<file path="src/logic/game_pkg.sv">
////////////////////////////////////////////////////////////////////////////
// Game rules for the frog-crossing core: score and lives types, move
// directions, game states, end-of-game limits, frame length and the
// score-dependent lane speed table.
////////////////////////////////////////////////////////////////////////////
`default_nettype none

package game_pkg;

	typedef logic [3:0]  score_t;
	typedef logic [1:0]  lives_t;	// Lives lost so far
	typedef logic [2:0]  speed_t;	// Rows per frame
	typedef logic [19:0] frame_count_t;

	typedef enum logic [1:0] {
		UP,
		DOWN,
		LEFT,
		RIGHT
	} move_dir_t;

	typedef enum logic {
		PLAY,
		OVER
	} game_state_t;

	localparam score_t WIN_SCORE      = 4'd12;
	localparam lives_t MAX_LIVES_LOST = 2'd3;

	localparam int unsigned FRAME_CYCLES_DEFAULT = 1_000_000;	// 50 frames per second

	// Lanes speed up at different scores; lane 3 peaks at score 10
	function automatic speed_t lane_speed(input int lane, input score_t score);
		speed_t speed;
		case (lane)
			0: speed = (score < 4'd7) ? 3'd1 : 3'd2;
			1: speed = (score < 4'd5) ? 3'd1 : 3'd2;
			2: speed = (score < 4'd10) ? 3'd1 : 3'd2;
			default:
			begin
				if (score < 4'd3)
					speed = 3'd1;
				else if (score < 4'd10)
					speed = 3'd2;
				else if (score < 4'd11)
					speed = 3'd4;
				else
					speed = 3'd3;
			end
		endcase
		return speed;
	endfunction

endpackage

`default_nettype wire

</file>
<file path="src/logic/screen_pkg.sv">
////////////////////////////////////////////////////////////////////////////
// Screen geometry for the frog-crossing game core. Holds the coordinate
// types, sprite size, frog home and limits, and where the cars sit in
// each lane. Import inside a module body where these are needed.
////////////////////////////////////////////////////////////////////////////
`default_nettype none

package screen_pkg;

	typedef logic [7:0] coord_x_t;	// Column, 0 to 159
	typedef logic [6:0] coord_y_t;	// Row, 0 to 119

	localparam int SCREEN_WIDTH  = 160;
	localparam int SCREEN_HEIGHT = 120;
	localparam int SPRITE_SIZE   = 16;	// Frog and car edge
	localparam int STEP          = 4;	// One frog move

	localparam coord_x_t FROG_HOME_X = 8'd0;
	localparam coord_y_t FROG_HOME_Y = 7'd53;

	// Right move landing here or beyond counts as a crossing
	localparam coord_x_t GOAL_X     = coord_x_t'(SCREEN_WIDTH - SPRITE_SIZE);
	localparam coord_y_t FROG_MAX_Y = coord_y_t'(SCREEN_HEIGHT - SPRITE_SIZE);

	localparam int LANE_COUNT = 4;

	// Left column of each lane
	localparam coord_x_t LANE_X [LANE_COUNT] = '{8'd18, 8'd34, 8'd90, 8'd108};

	localparam int CAR_COUNT = 7;

	// Lane of each car and its row offset from the lane position
	localparam int CAR_LANE   [CAR_COUNT] = '{0, 1, 1, 2, 3, 3, 3};
	localparam int CAR_OFFSET [CAR_COUNT] = '{0, 0, 40, 60, 0, 18, 36};

endpackage

`default_nettype wire

</file>
<file path="src/logic/frog_game_fsm.sv">
////////////////////////////////////////////////////////////////////////////
// Game state machine. Keeps the frog position, score and lives lost,
// accepts move commands over a valid/ready handshake and ends the game
// on too many hits or enough crossings. Restart clears everything.
////////////////////////////////////////////////////////////////////////////
`timescale 1ns/10ps
`default_nettype none

module frog_game_fsm (
	input  logic                 CLOCK_50,
	input  logic                 resetN,
	input  logic                 restart,
	input  logic                 move_valid,
	input  game_pkg::move_dir_t  move_dir,
	input  logic                 collision,
	output logic                 move_ready,
	output screen_pkg::coord_x_t frog_x,
	output screen_pkg::coord_y_t frog_y,
	output game_pkg::score_t     score,
	output game_pkg::lives_t     lives_lost,
	output logic                 game_over
);
	import screen_pkg::*;
	import game_pkg::*;

	game_state_t state;
	game_state_t state_next;
	coord_x_t    x_next;
	coord_y_t    y_next;
	score_t      score_next;
	lives_t      lives_next;
	logic        move_accept;
	coord_x_t    x_right;	// Column after a right step

	// A hit or a restart this cycle takes priority over any move
	assign move_ready  = (state == PLAY) && !collision && !restart;
	assign move_accept = move_valid && move_ready;
	assign game_over   = (state == OVER);
	assign x_right     = frog_x + coord_x_t'(STEP);

	always_comb
	begin
		state_next = state;
		x_next     = frog_x;
		y_next     = frog_y;
		score_next = score;
		lives_next = lives_lost;

		if (restart)
		begin
			state_next = PLAY;
			x_next     = FROG_HOME_X;
			y_next     = FROG_HOME_Y;
			score_next = '0;
			lives_next = '0;
		end
		else if ((state == PLAY) && collision)
		begin
			lives_next = lives_lost + 2'd1;
			x_next     = FROG_HOME_X;	// Back to start after a hit
			y_next     = FROG_HOME_Y;
			if (lives_next == MAX_LIVES_LOST)
				state_next = OVER;
		end
		else if (move_accept)
		begin
			case (move_dir)
				UP:
				begin
					if (frog_y >= coord_y_t'(STEP))
						y_next = frog_y - coord_y_t'(STEP);
				end
				DOWN:
				begin
					if (frog_y + coord_y_t'(STEP) <= FROG_MAX_Y)
						y_next = frog_y + coord_y_t'(STEP);
				end
				LEFT:
				begin
					if (frog_x >= coord_x_t'(STEP))
						x_next = frog_x - coord_x_t'(STEP);
				end
				default:
				begin
					if (x_right >= GOAL_X)
					begin
						score_next = score + 4'd1;	// Made it across
						x_next     = FROG_HOME_X;
						y_next     = FROG_HOME_Y;
						if (score_next == WIN_SCORE)
							state_next = OVER;
					end
					else
						x_next = x_right;
				end
			endcase
		end
	end

	always_ff @(posedge CLOCK_50 or negedge resetN)
	begin
		if (!resetN)
		begin
			state      <= PLAY;
			frog_x     <= FROG_HOME_X;
			frog_y     <= FROG_HOME_Y;
			score      <= '0;
			lives_lost <= '0;
		end
		else
		begin
			state      <= state_next;
			frog_x     <= x_next;
			frog_y     <= y_next;
			score      <= score_next;
			lives_lost <= lives_next;
		end
	end

endmodule

`default_nettype wire

</file>
<file path="src/logic/frogger_top.sv">
////////////////////////////////////////////////////////////////////////////
// Top level of the frog-crossing game core. Connects the game FSM, the
// lane mover and the hit test. FRAME_CYCLES sets the frame length;
// short values suit simulation.
////////////////////////////////////////////////////////////////////////////
`timescale 1ns/10ps
`default_nettype none

module frogger_top #(
	parameter int unsigned FRAME_CYCLES = game_pkg::FRAME_CYCLES_DEFAULT
) (
	input  logic                 CLOCK_50,
	input  logic                 resetN,
	input  logic                 restart,
	input  logic                 move_valid,
	input  game_pkg::move_dir_t  move_dir,
	output logic                 move_ready,
	output screen_pkg::coord_x_t frog_x,
	output screen_pkg::coord_y_t frog_y,
	output game_pkg::score_t     score,
	output game_pkg::lives_t     lives_lost,
	output logic                 game_over,
	output logic                 collision
);
	import screen_pkg::*;

	coord_y_t lane0_y;	// Lane rows from the mover
	coord_y_t lane1_y;
	coord_y_t lane2_y;
	coord_y_t lane3_y;

	frog_game_fsm fsm_i (
		.CLOCK_50   (CLOCK_50),
		.resetN     (resetN),
		.restart    (restart),
		.move_valid (move_valid),
		.move_dir   (move_dir),
		.collision  (collision),
		.move_ready (move_ready),
		.frog_x     (frog_x),
		.frog_y     (frog_y),
		.score      (score),
		.lives_lost (lives_lost),
		.game_over  (game_over)
	);

	lane_motion #(
		.FRAME_CYCLES (FRAME_CYCLES)
	) lanes_i (
		.CLOCK_50  (CLOCK_50),
		.resetN    (resetN),
		.restart   (restart),
		.score     (score),
		.game_over (game_over),
		.lane0_y   (lane0_y),
		.lane1_y   (lane1_y),
		.lane2_y   (lane2_y),
		.lane3_y   (lane3_y)
	);

	hit_detector hit_i (
		.frog_x    (frog_x),
		.frog_y    (frog_y),
		.lane0_y   (lane0_y),
		.lane1_y   (lane1_y),
		.lane2_y   (lane2_y),
		.lane3_y   (lane3_y),
		.collision (collision)
	);

endmodule

`default_nettype wire

</file>
<file path="src/logic/hit_detector.sv">
////////////////////////////////////////////////////////////////////////////
// Combinational hit test of the frog against all seven cars. Rows wrap
// at the screen bottom, so a car split across the edge still hits.
////////////////////////////////////////////////////////////////////////////
`timescale 1ns/10ps
`default_nettype none

module hit_detector (
	input  screen_pkg::coord_x_t frog_x,
	input  screen_pkg::coord_y_t frog_y,
	input  screen_pkg::coord_y_t lane0_y,
	input  screen_pkg::coord_y_t lane1_y,
	input  screen_pkg::coord_y_t lane2_y,
	input  screen_pkg::coord_y_t lane3_y,
	output logic                 collision
);
	import screen_pkg::*;

	coord_y_t             lane_y [LANE_COUNT];
	logic [CAR_COUNT-1:0] car_hit;

	// Top row of a car, modulo the screen height
	function automatic coord_y_t car_top(input coord_y_t lane_row, input int offset);
		int row;
		row = int'(lane_row) + offset;
		if (row >= SCREEN_HEIGHT)
			row = row - SCREEN_HEIGHT;
		return coord_y_t'(row);
	endfunction

	// Distance from b down to a on the wrapping screen
	function automatic int row_gap(input coord_y_t a, input coord_y_t b);
		int gap;
		gap = int'(a) - int'(b);
		if (gap < 0)
			gap = gap + SCREEN_HEIGHT;
		return gap;
	endfunction

	assign lane_y[0] = lane0_y;
	assign lane_y[1] = lane1_y;
	assign lane_y[2] = lane2_y;
	assign lane_y[3] = lane3_y;

	always_comb
	begin
		for (int i = 0; i < CAR_COUNT; i++)
		begin
			car_hit[i] =
				(int'(frog_x) < int'(LANE_X[CAR_LANE[i]]) + SPRITE_SIZE) &&
				(int'(frog_x) + SPRITE_SIZE > int'(LANE_X[CAR_LANE[i]])) &&
				((row_gap(frog_y, car_top(lane_y[CAR_LANE[i]], CAR_OFFSET[i])) < SPRITE_SIZE) ||
				 (row_gap(car_top(lane_y[CAR_LANE[i]], CAR_OFFSET[i]), frog_y) < SPRITE_SIZE));
		end
	end

	assign collision = |car_hit;	// Any car touching the frog

endmodule

`default_nettype wire

</file>
<file path="src/logic/lane_motion.sv">
////////////////////////////////////////////////////////////////////////////
// Lane mover. A frame timer of FRAME_CYCLES clocks steps all four lanes
// down the screen once per frame at a speed set by the score, wrapping
// at the bottom. Lanes hold while the game is over.
////////////////////////////////////////////////////////////////////////////
`timescale 1ns/10ps
`default_nettype none

module lane_motion #(
	parameter int unsigned FRAME_CYCLES = game_pkg::FRAME_CYCLES_DEFAULT
) (
	input  logic                 CLOCK_50,
	input  logic                 resetN,
	input  logic                 restart,
	input  game_pkg::score_t     score,
	input  logic                 game_over,
	output screen_pkg::coord_y_t lane0_y,
	output screen_pkg::coord_y_t lane1_y,
	output screen_pkg::coord_y_t lane2_y,
	output screen_pkg::coord_y_t lane3_y
);
	import screen_pkg::*;
	import game_pkg::*;

	frame_count_t frame_count;
	logic         frame_end;
	coord_y_t     lane_y   [LANE_COUNT];
	coord_y_t     lane_adv [LANE_COUNT];	// Position after this frame

	// Row plus speed, wrapped back to the top of the screen
	function automatic coord_y_t wrap_row(input coord_y_t row, input speed_t speed);
		logic [7:0] sum;
		sum = {1'b0, row} + {5'd0, speed};
		if (sum >= 8'(SCREEN_HEIGHT))
			sum = sum - 8'(SCREEN_HEIGHT);
		return coord_y_t'(sum);
	endfunction

	assign frame_end = (frame_count == frame_count_t'(FRAME_CYCLES - 1));

	always_ff @(posedge CLOCK_50 or negedge resetN)
	begin
		if (!resetN)
			frame_count <= '0;
		else if (restart || frame_end)
			frame_count <= '0;
		else
			frame_count <= frame_count + 20'd1;
	end

	always_comb
	begin
		for (int i = 0; i < LANE_COUNT; i++)
			lane_adv[i] = wrap_row(lane_y[i], lane_speed(i, score));
	end

	always_ff @(posedge CLOCK_50 or negedge resetN)
	begin
		if (!resetN)
		begin
			for (int i = 0; i < LANE_COUNT; i++)
				lane_y[i] <= '0;
		end
		else if (restart)
		begin
			for (int i = 0; i < LANE_COUNT; i++)
				lane_y[i] <= '0;
		end
		else if (frame_end && !game_over)
			lane_y <= lane_adv;
	end

	assign lane0_y = lane_y[0];
	assign lane1_y = lane_y[1];
	assign lane2_y = lane_y[2];
	assign lane3_y = lane_y[3];

endmodule

`default_nettype wire

</file>
<file path="config.mk">
export PLATFORM = sky130hd
export DESIGN_NAME = frogger_top
export DESIGN_NICKNAME = d
export VERILOG_FILES = /design/src/logic/game_pkg.sv /design/src/logic/screen_pkg.sv /design/src/logic/frog_game_fsm.sv /design/src/logic/frogger_top.sv /design/src/logic/hit_detector.sv /design/src/logic/lane_motion.sv
export SDC_FILE = /design/constraint.sdc
export NUM_CORES = 1
export LEC_CHECK = 0
export BUFFER_PORTS_ARGS = -buffer_cell sky130_fd_sc_hd__buf_2
export CAP_MARGIN = 15
export CORE_ASPECT_RATIO = 0.75
export CORE_UTILIZATION = 40
export DETAILED_ROUTE_END_ITERATION = 6
export GPL_TIMING_DRIVEN = 0
export MAX_ROUTING_LAYER = met4
export PLACE_DENSITY_LB_ADDON = 0.3
export SETUP_SLACK_MARGIN = 0.02
export SLEW_MARGIN = 10
export SYNTH_ARGS = -nofsm -noshare
export SYNTH_HDL_FRONTEND = slang
export SYNTH_HIERARCHICAL = 1
export SYNTH_SLANG_ARGS = --single-unit
</file>
<file path="constraint.sdc">
create_clock -name CLOCK_50 -period 12.36 [get_ports CLOCK_50]
set_input_delay 0.618 -clock CLOCK_50 [delete_from_list [all_inputs] [get_ports CLOCK_50]]
set_output_delay 0.618 -clock CLOCK_50 [all_outputs]
set_load 0.005 [all_outputs]
</file>
; Word level (Yosys, flattened, before mapping)
; Index checks and enable logic that the tools add are counted.
[word_totals]
reg_bits = 70
input_bits = 6
output_inout_bits = 24
wordCells = 240
[classes]
addsub = 55
magnitude_cmp = 56
eq_ne = 14
muxes = 61
bitwise = 1
n_reduce_logical = 43
[op_table]
columns = operator, n
row1 = "32-bit by 8-bit adder with 32-bit output, second input constant", 14
row2 = "32-bit by 1-bit < comparator with 1-bit output, second input constant", 14
row3 = "32-bit by 6-bit < comparator with 1-bit output, second input constant", 14
row4 = 32-bit two-way mux, 14
row5 = 7-bit two-way mux, 17
row6 = 7-bit by 7-bit subtractor with 8-bit output, 14
row7 = "8-bit by 7-bit greater-or-equal comparator with 1-bit output, second input constant", 8
row8 = "32-bit by 8-bit greater-than comparator with 1-bit output, second input constant", 2
row9 = 28-bit two-way mux, 2
row10 = "7-bit subtractor, second input constant", 7
row11 = 8-bit two-way mux, 5
row12 = "32-bit by 6-bit greater-than comparator with 1-bit output, second input constant", 1
row13 = "32-bit by 7-bit greater-than comparator with 1-bit output, second input constant", 1
row14 = "7-bit by 4-bit subtractor with 7-bit output, second input constant", 4
row15 = 7-bit by 2-bit adder with 8-bit output, 3
row16 = "7-bit by 6-bit adder with 8-bit output, second input constant", 3
row17 = "7-bit greater-or-equal comparator, second input constant", 3
row18 = 7-bit case mux with 3 select lines, 1
row19 = "20-bit by 1-bit adder with 20-bit output, second input constant", 1
row20 = "20-bit equality test, second input constant", 1
row21 = 20-bit two-way mux, 1
row22 = 4-bit two-way mux, 5
row23 = 1-bit logical AND, 16
row24 = "8-bit by 6-bit < comparator with 1-bit output, second input constant", 2
row25 = other kinds (43), 77

; Logic depth before layout (Yosys ltp)
[logic_depth]
ltp_word = 17
ltp_mapped = 26
ltp_nobuf = 26

; Cells and area by module
; The synthesis kept the hierarchy.
[by_module_without_submodules]
columns = module, n_inst, cells_per_inst, area_each_um2, seq_area_each_um2
row1 = hit_detector, 1, 768, 5413.9, 0.0
row2 = lane_motion, 1, 422, 3504.6, 1201.2
row3 = frog_game_fsm, 1, 192, 1674.1, 480.5

; Worst setup path after synthesis
; No wires, ideal clock.
[synth_timing]
kind = register -> register
start = register lanes_i.lane_y, in the netlist lanes_i/lane3_y[3]
end = register fsm_i.score[3]
setup_ns = 0.127
arrival_time_ns = 6.278
t_required_ns = 12.233
slack_ns = 5.955
stages_incl_launch_ff = 26
n_path_buf = 1
period_less_slack_ns = 6.405
cell_sequence = dfrtp_1 -> ha_1 -> nand2_1 -> xnor2_1 -> ha_1 -> nand2_1 -> o21ai_0 -> o21ai_0 -> o21ai_0 -> mux2_2 -> ha_1 -> buf_2 -> o21a_1 -> a21oi_1 -> o21ai_1 -> a211oi_2 -> a2bb2oi_2 -> o32ai_1 -> or4_1 -> a2111oi_2 -> o2111ai_1 -> nor3_1 -> nand4_1 -> a2111oi_4 -> nand4_1 -> mux2_1
[synth_via]
elab_chain_len = 16
elab_cells_between_ends = 56
classes_between = add/sub (17) / order compare (15) / eq/ne (1) / mux (9) / reduce/logical (14)
[synth_rtl]
columns = element, line
row1 = "start, declared", lane_motion.sv:27  ; coord_y_t lane_y [LANE_COUNT];
row2 = "start signal, assigned", lane_motion.sv:70  ; lane_y <= lane_adv;
row3 = 7-bit by 5-bit adder with 8-bit output or 7-bit by 6-bit adder with 8-bit output (tied branches), hit_detector.sv:25  ; row = int'(lane_row) + offset;
row4 = 7-bit by 4-bit subtractor with 7-bit output or 8-bit by 7-bit greater-or-equal comparator with 1-bit output (tied branches), "hit_detector.sv:27, hit_detector.sv:26"
row5 = 7-bit two-way mux, hit_detector.sv:26  ; if (row >= SCREEN_HEIGHT)
row6 = 7-bit by 7-bit subtractor with 8-bit output, hit_detector.sv:34  ; gap = int'(a) - int'(b);
row7 = 32-bit by 8-bit adder with 32-bit output or 32-bit by 1-bit < comparator with 1-bit output (tied branches), "hit_detector.sv:36, hit_detector.sv:35"
row8 = 32-bit two-way mux, hit_detector.sv:35  ; if (gap < 0)
row9 = 32-bit by 6-bit < comparator with 1-bit output (on tied branches), "hit_detector.sv:52, hit_detector.sv:53"
row10 = 1-bit logical OR, hit_detector.sv:52  ; ((row_gap(frog_y, car_top(lane_y[CAR_LANE[i]], CAR_OFFSET[i])) < SPRITE_SIZE) ||
row11 = 1-bit logical AND, hit_detector.sv:51  ; (int'(frog_x) + SPRITE_SIZE > int'(LANE_X[CAR_LANE[i]])) &&
row12 = 7-bit OR reduction (*), hit_detector.sv:57  ; assign collision = |car_hit;
row13 = net collision, frogger_top.sv:23  ; output logic collision
row14 = 1-bit zero test (*), frog_game_fsm.sv:36  ; assign move_ready = (state == PLAY) && !collision && !restart;
row15 = 1-bit logical AND (*) (2 in series), frog_game_fsm.sv:36
row16 = net move_ready, frogger_top.sv:17  ; output logic move_ready,
row17 = 1-bit logical AND (*), frog_game_fsm.sv:37  ; assign move_accept = move_valid && move_ready;
row18 = 2-bit nonzero test (no source line) (*), -
row19 = 4-bit AND reduction (no source line) (*), -
row20 = "end signal, assigned", frog_game_fsm.sv:115  ; score <= score_next;
row21 = "end, declared", frog_game_fsm.sv:19  ; output game_pkg::score_t score,
; The timed path passes the listed nets; every way through them passes the cells marked *.
; A chain may end at the register's enable or synchronous reset.

; Worst setup path after layout
[layout_timing]
start = register lanes_i.lane_y, in the netlist lanes_i/lane3_y[3]
end = register fsm_i.score[3]
[layout_via]
elab_chain_len = 16
elab_cells_between_ends = 56
classes_between = add/sub (17) / order compare (15) / eq/ne (1) / mux (9) / reduce/logical (14)
[layout_rtl]
columns = element, line
row1 = 7-bit by 5-bit adder with 8-bit output or 7-bit by 6-bit adder with 8-bit output (tied branches), hit_detector.sv:25
row2 = 7-bit by 4-bit subtractor with 7-bit output or 8-bit by 7-bit greater-or-equal comparator with 1-bit output (tied branches), "hit_detector.sv:27, hit_detector.sv:26"
row3 = 7-bit two-way mux, hit_detector.sv:26
row4 = 7-bit by 7-bit subtractor with 8-bit output, hit_detector.sv:34
row5 = 32-bit by 8-bit adder with 32-bit output or 32-bit by 1-bit < comparator with 1-bit output (tied branches), "hit_detector.sv:36, hit_detector.sv:35"
row6 = 32-bit two-way mux, hit_detector.sv:35
row7 = 32-bit by 6-bit < comparator with 1-bit output (on tied branches), "hit_detector.sv:52, hit_detector.sv:53"
row8 = 1-bit logical OR, hit_detector.sv:52
row9 = 1-bit logical AND, hit_detector.sv:51
row10 = 7-bit OR reduction (*), hit_detector.sv:57
row11 = 1-bit zero test, frog_game_fsm.sv:36
row12 = 1-bit logical AND (2 in series), frog_game_fsm.sv:36
row13 = 1-bit logical AND, frog_game_fsm.sv:37
row14 = 2-bit nonzero test (no source line), -
row15 = 4-bit AND reduction (no source line) (*), -
; Mark *: on every way between the ends. The rest lies on a longest branch, timed or not.

==> impl_metrics.py <==
metrics = {
    "outcome": {
        "status": "completed",
    },
    "timing": {
        "hold_violations": 0,
        "slew_headroom": 0.2878,
        "finClkSkew_ns": 0.008561,
        "maxSlewViolCount": 0,
        "setup_violations": 0,
        "tns_ns": 0,
        "max_freq_mhz": 125.4,
        "min_period_ns": 7.971,
        "tightest_slew_ns": 1.041,
        "min_period_over_period": 0.6449,
        "rsz0062_at_grt": "false",
    },
    "logic_synthesis": {
        "ys_warn_count": 6,
        "netlist_instances": 1382,
        "synthArstFlopShare": 1.000,
        "synth-simple-area-share": 0.2438,
        "synth_top_family_by_area": "compound AO/OA/AOI/OAI gates",
        "synthAdderAreaFrac": 0.1689,
        "yosys.area.top_type": "ha_1",
        "syn_area_mm2": 0.01059,
        "synth-edff-count": 0,
        "synth_compound_area_frac": 0.2452,
        "synth.distinct_cells": 98,
        "ys_ff_latch": 67,
        "synth_top_area_share": 0.1595,
        "synth-seq-area-share": 0.1588,
        "synth.avg_cell_area_um2": 7.665,
        "synth_flop_cell": "dfrtp_1",
        "synth_xor_xnor_area_share": 0.09237,
        "synth_area_leaders": "ha_1 (16%), dfrtp_1 (15%), xnor2_1 (5.2%)",
        "muxShareOfSynthArea": 0.02114,
    },
    "route": {
        "vias": 10110,
        "dr.pass1.iters": 7,
        "wl_per_cell_um": 16.03,
        "drtAntennaViolNets": 0,
        "finalWirelength_um": 28360,
        "vias_per_cell": 5.717,
        "drtIter0Drc": 788,
        "drcViolationCount": 0,
    },
    "grt": {
        "grt.busiest_layer": "met1",
        "grt-ovfl-total": 0,
        "grtUsageMet2": 0.3093,
        "grt_pass1_vias": 9153,
        "grt_max_degree": 49,
        "grt_util_met3": 0.03834,
        "grt_use_met1": 0.3197,
        "grt_pass1_wl_um": 46830,
        "grtUsageTotal": 0.2178,
        "antenna_found_initial": 0,
    },
    "placed_design": {
        "io_buffers": 25,
        "dp_cells": 1754,
        "gp_congestion": 0.9172,
        "dp_hpwl_um": 21550,
    },
    "worst_setup_path": {
        "required_ns": 12.58,
        "end_kind": "register",
        "cp_max_fo": 15,
        "arrival_ns": 8.19,
        "crit_type": "register to register",
        "worst_setup_path_start_kind": "register",
    },
    "layout": {
        "final_cells": 1769,
        "final_common_cell": "ha_1",
        "final_cell_mix": "ha_1 (135), nand2_1 (119), a21oi_1 (98)",
        "fillers": 2585,
        "drive_gt1_frac": 0.07860,
        "nets": 1566,
        "areaGrowthSynthToFinish_pct": 8.587,
        "antenna_cells": 0,
    },
    "floorplanning": {
        "start_util": 0.4079,
        "dieArea_mm2": 0.02714,
        "core_mm2": 0.02597,
        "placementRows": 51,
        "ios": 30,
        "die_x_um": 189.9,
        "die_h_um": 142.9,
    },
    "clocking": {
        "cts_tree": "done",
        "cts_sinks": 67,
        "clk_pin_slew_worst_paths_ns": 0.06,
        "cts-buffers-inserted": 9,
        "post_cts_buffers": 0,
        "clock_latency_ns": 0.34,
        "cts_max_path_buffers": 2,
        "root_buffer": "clkbuf_16",
        "cts_hold_buf": 0,
        "cts_resized": 0,
        "htreeDepth": 3,
    },
    "power": {
        "power.density_mw_per_mm2": 78.71,
        "vdd_drop_max_uv": 67.25,
        "power.leakage_nw": 4.829,
        "finalPower_mw": 0.9054,
    },
    "min_path": {
        "hp-class": "input port to asynchronous set/reset pin",
    },
    "flow_run": {
        "drv_cap": 0,
    },
}
[cell usage after synthesis (9+ instances only)]
library cell,instances
nor3b_1,12
mux2i_1,10
nand2_1,119
o21ai_0,67
and3_1,15
a21oi_1,98
xor2_1,46
and2_1,15
clkbuf_1,48
nand4_1,16
nor2_1,93
mux2_2,10
o21a_1,14
a211oi_1,12
a21o_1,15
xnor2_1,63
inv_1,95
a31oi_1,19
nand3b_1,9
nand2b_1,24
nor2b_1,28
o211ai_1,12
nand3_1,53
nor3_1,37
or3_1,13
buf_2,12
o31ai_1,9
nor4_1,16
ha_1,135
dfrtp_1,63
[critical path, cell delays in order, from the launching register on]
cell and delay [ns]:
dfrtp_1 0.69, ha_1 0.38, nand2_1 0.12, xnor2_1 0.32, ha_1 0.22, nand2_1 0.06
o21ai_0 0.20, o21ai_0 0.10, o21ai_0 0.37, xor2_1 0.30, ha_1 0.28, buf_2 0.19
a21oi_1 0.28, xor2_1 0.21, ha_1 0.22, xnor2_1 0.16, xnor2_1 0.11, a2bb2oi_2 0.16
o32ai_1 0.10, or4_1 0.56, a2111oi_2 0.53, o2111ai_1 0.48, nor3_1 0.56, nand4_1 0.23
a2111oi_4 0.48, nand4_1 0.17, mux2_1 0.34
[cells by family after synthesis]
family / Yosys count
other cells: 1
flops: 67
simple gates: 495
fa+ha+maj: 141
mux: 21
compound gates: 376
buf+inv: 171
xor+xnor: 110
[final cells by class]
type / instances / area, µm² / share of cell area
Clock buffer: 9 / 225.2 / 0.01958
Inverter: 95 / 356.6 / 0.03100
Buffer: 76 / 379.1 / 0.03296
Tap cell: 344 / 430.4 / 0.03742
Multi-Input combinational cell: 1146 / 8183 / 0.7114
Sequential cell: 67 / 1682 / 0.1462
Timing Repair Buffer: 26 / 155.1 / 0.01349
Clock inverter: 6 / 91.34 / 0.007941
[final timing paths]
kind / startpoint / end / slack, ns / depth (start not counted)
setup / recovery: lanes_i/lane3_y[3] / fsm_i/score[3] / 4.39 / 26
setup reg to reg: lanes_i/lane3_y[3] / fsm_i/score[3] / 4.39 / 26
hold / removal: resetN / lanes_i/frame_count[10] / 0.16 / 1
max in group asynchronous: resetN / fsm_i/frog_y[0] / 11.60 / 2
min in group CLOCK_50: lanes_i/frame_count[0] / lanes_i/frame_count[0] / 0.52 / 1
hold reg to reg: lanes_i/frame_count[0] / lanes_i/frame_count[0] / 0.52 / 1
[flip-flops by register name, indices dropped and copies added (netlist names), 4 cells and up]
signal and flops:
fsm_i/frog_x 6, lanes_i/lane3_y 7, lanes_i/lane2_y 7, fsm_i/score 4, fsm_i/frog_y 6, lanes_i/lane0_y 7, lanes_i/lane1_y 7, lanes_i/frame_count 20
[routing by layer]
layer / up-vias / routed length (µm)
li1: 5089 / -
met1: 4697 / 14620
met2: 303 / 11700
met3: 25 / 1770
met4: 0 / 269
met5: - / 0
[where the power goes]
| part | switching [mW] | total (mW) | internal (mW) | leakage, nW |
|---|---|---|---|---|
| combinational | 0.221 | 0.385 | 0.164 | 3.76 |
| clock | 0.102 | 0.278 | 0.176 | 0.155 |
| sequential | 0.0159 | 0.242 | 0.227 | 0.916 |
[stage by stage]
| step | utilization | instance area (µm²) | setup slack, ns | hold slack, ns |
|---|---|---|---|---|
| 2_1_floorplan | - | 10600 | 5.955 | 0.3224 |
| 3_3_place_gp | 0.4295 | 11160 | 4.453 | 0.5056 |
| 3_5_place_dp | 0.4307 | 11190 | 4.421 | 0.5138 |
| 4_1_cts | 0.4429 | 11500 | 4.377 | 0.1589 |
| 5_1_grt | 0.4429 | 11500 | 3.659 | 0.1711 |
| 6_report | 0.4429 | 11500 | 4.389 | 0.1598 |
No activity file was read; power rests on OpenSTA's default activity.
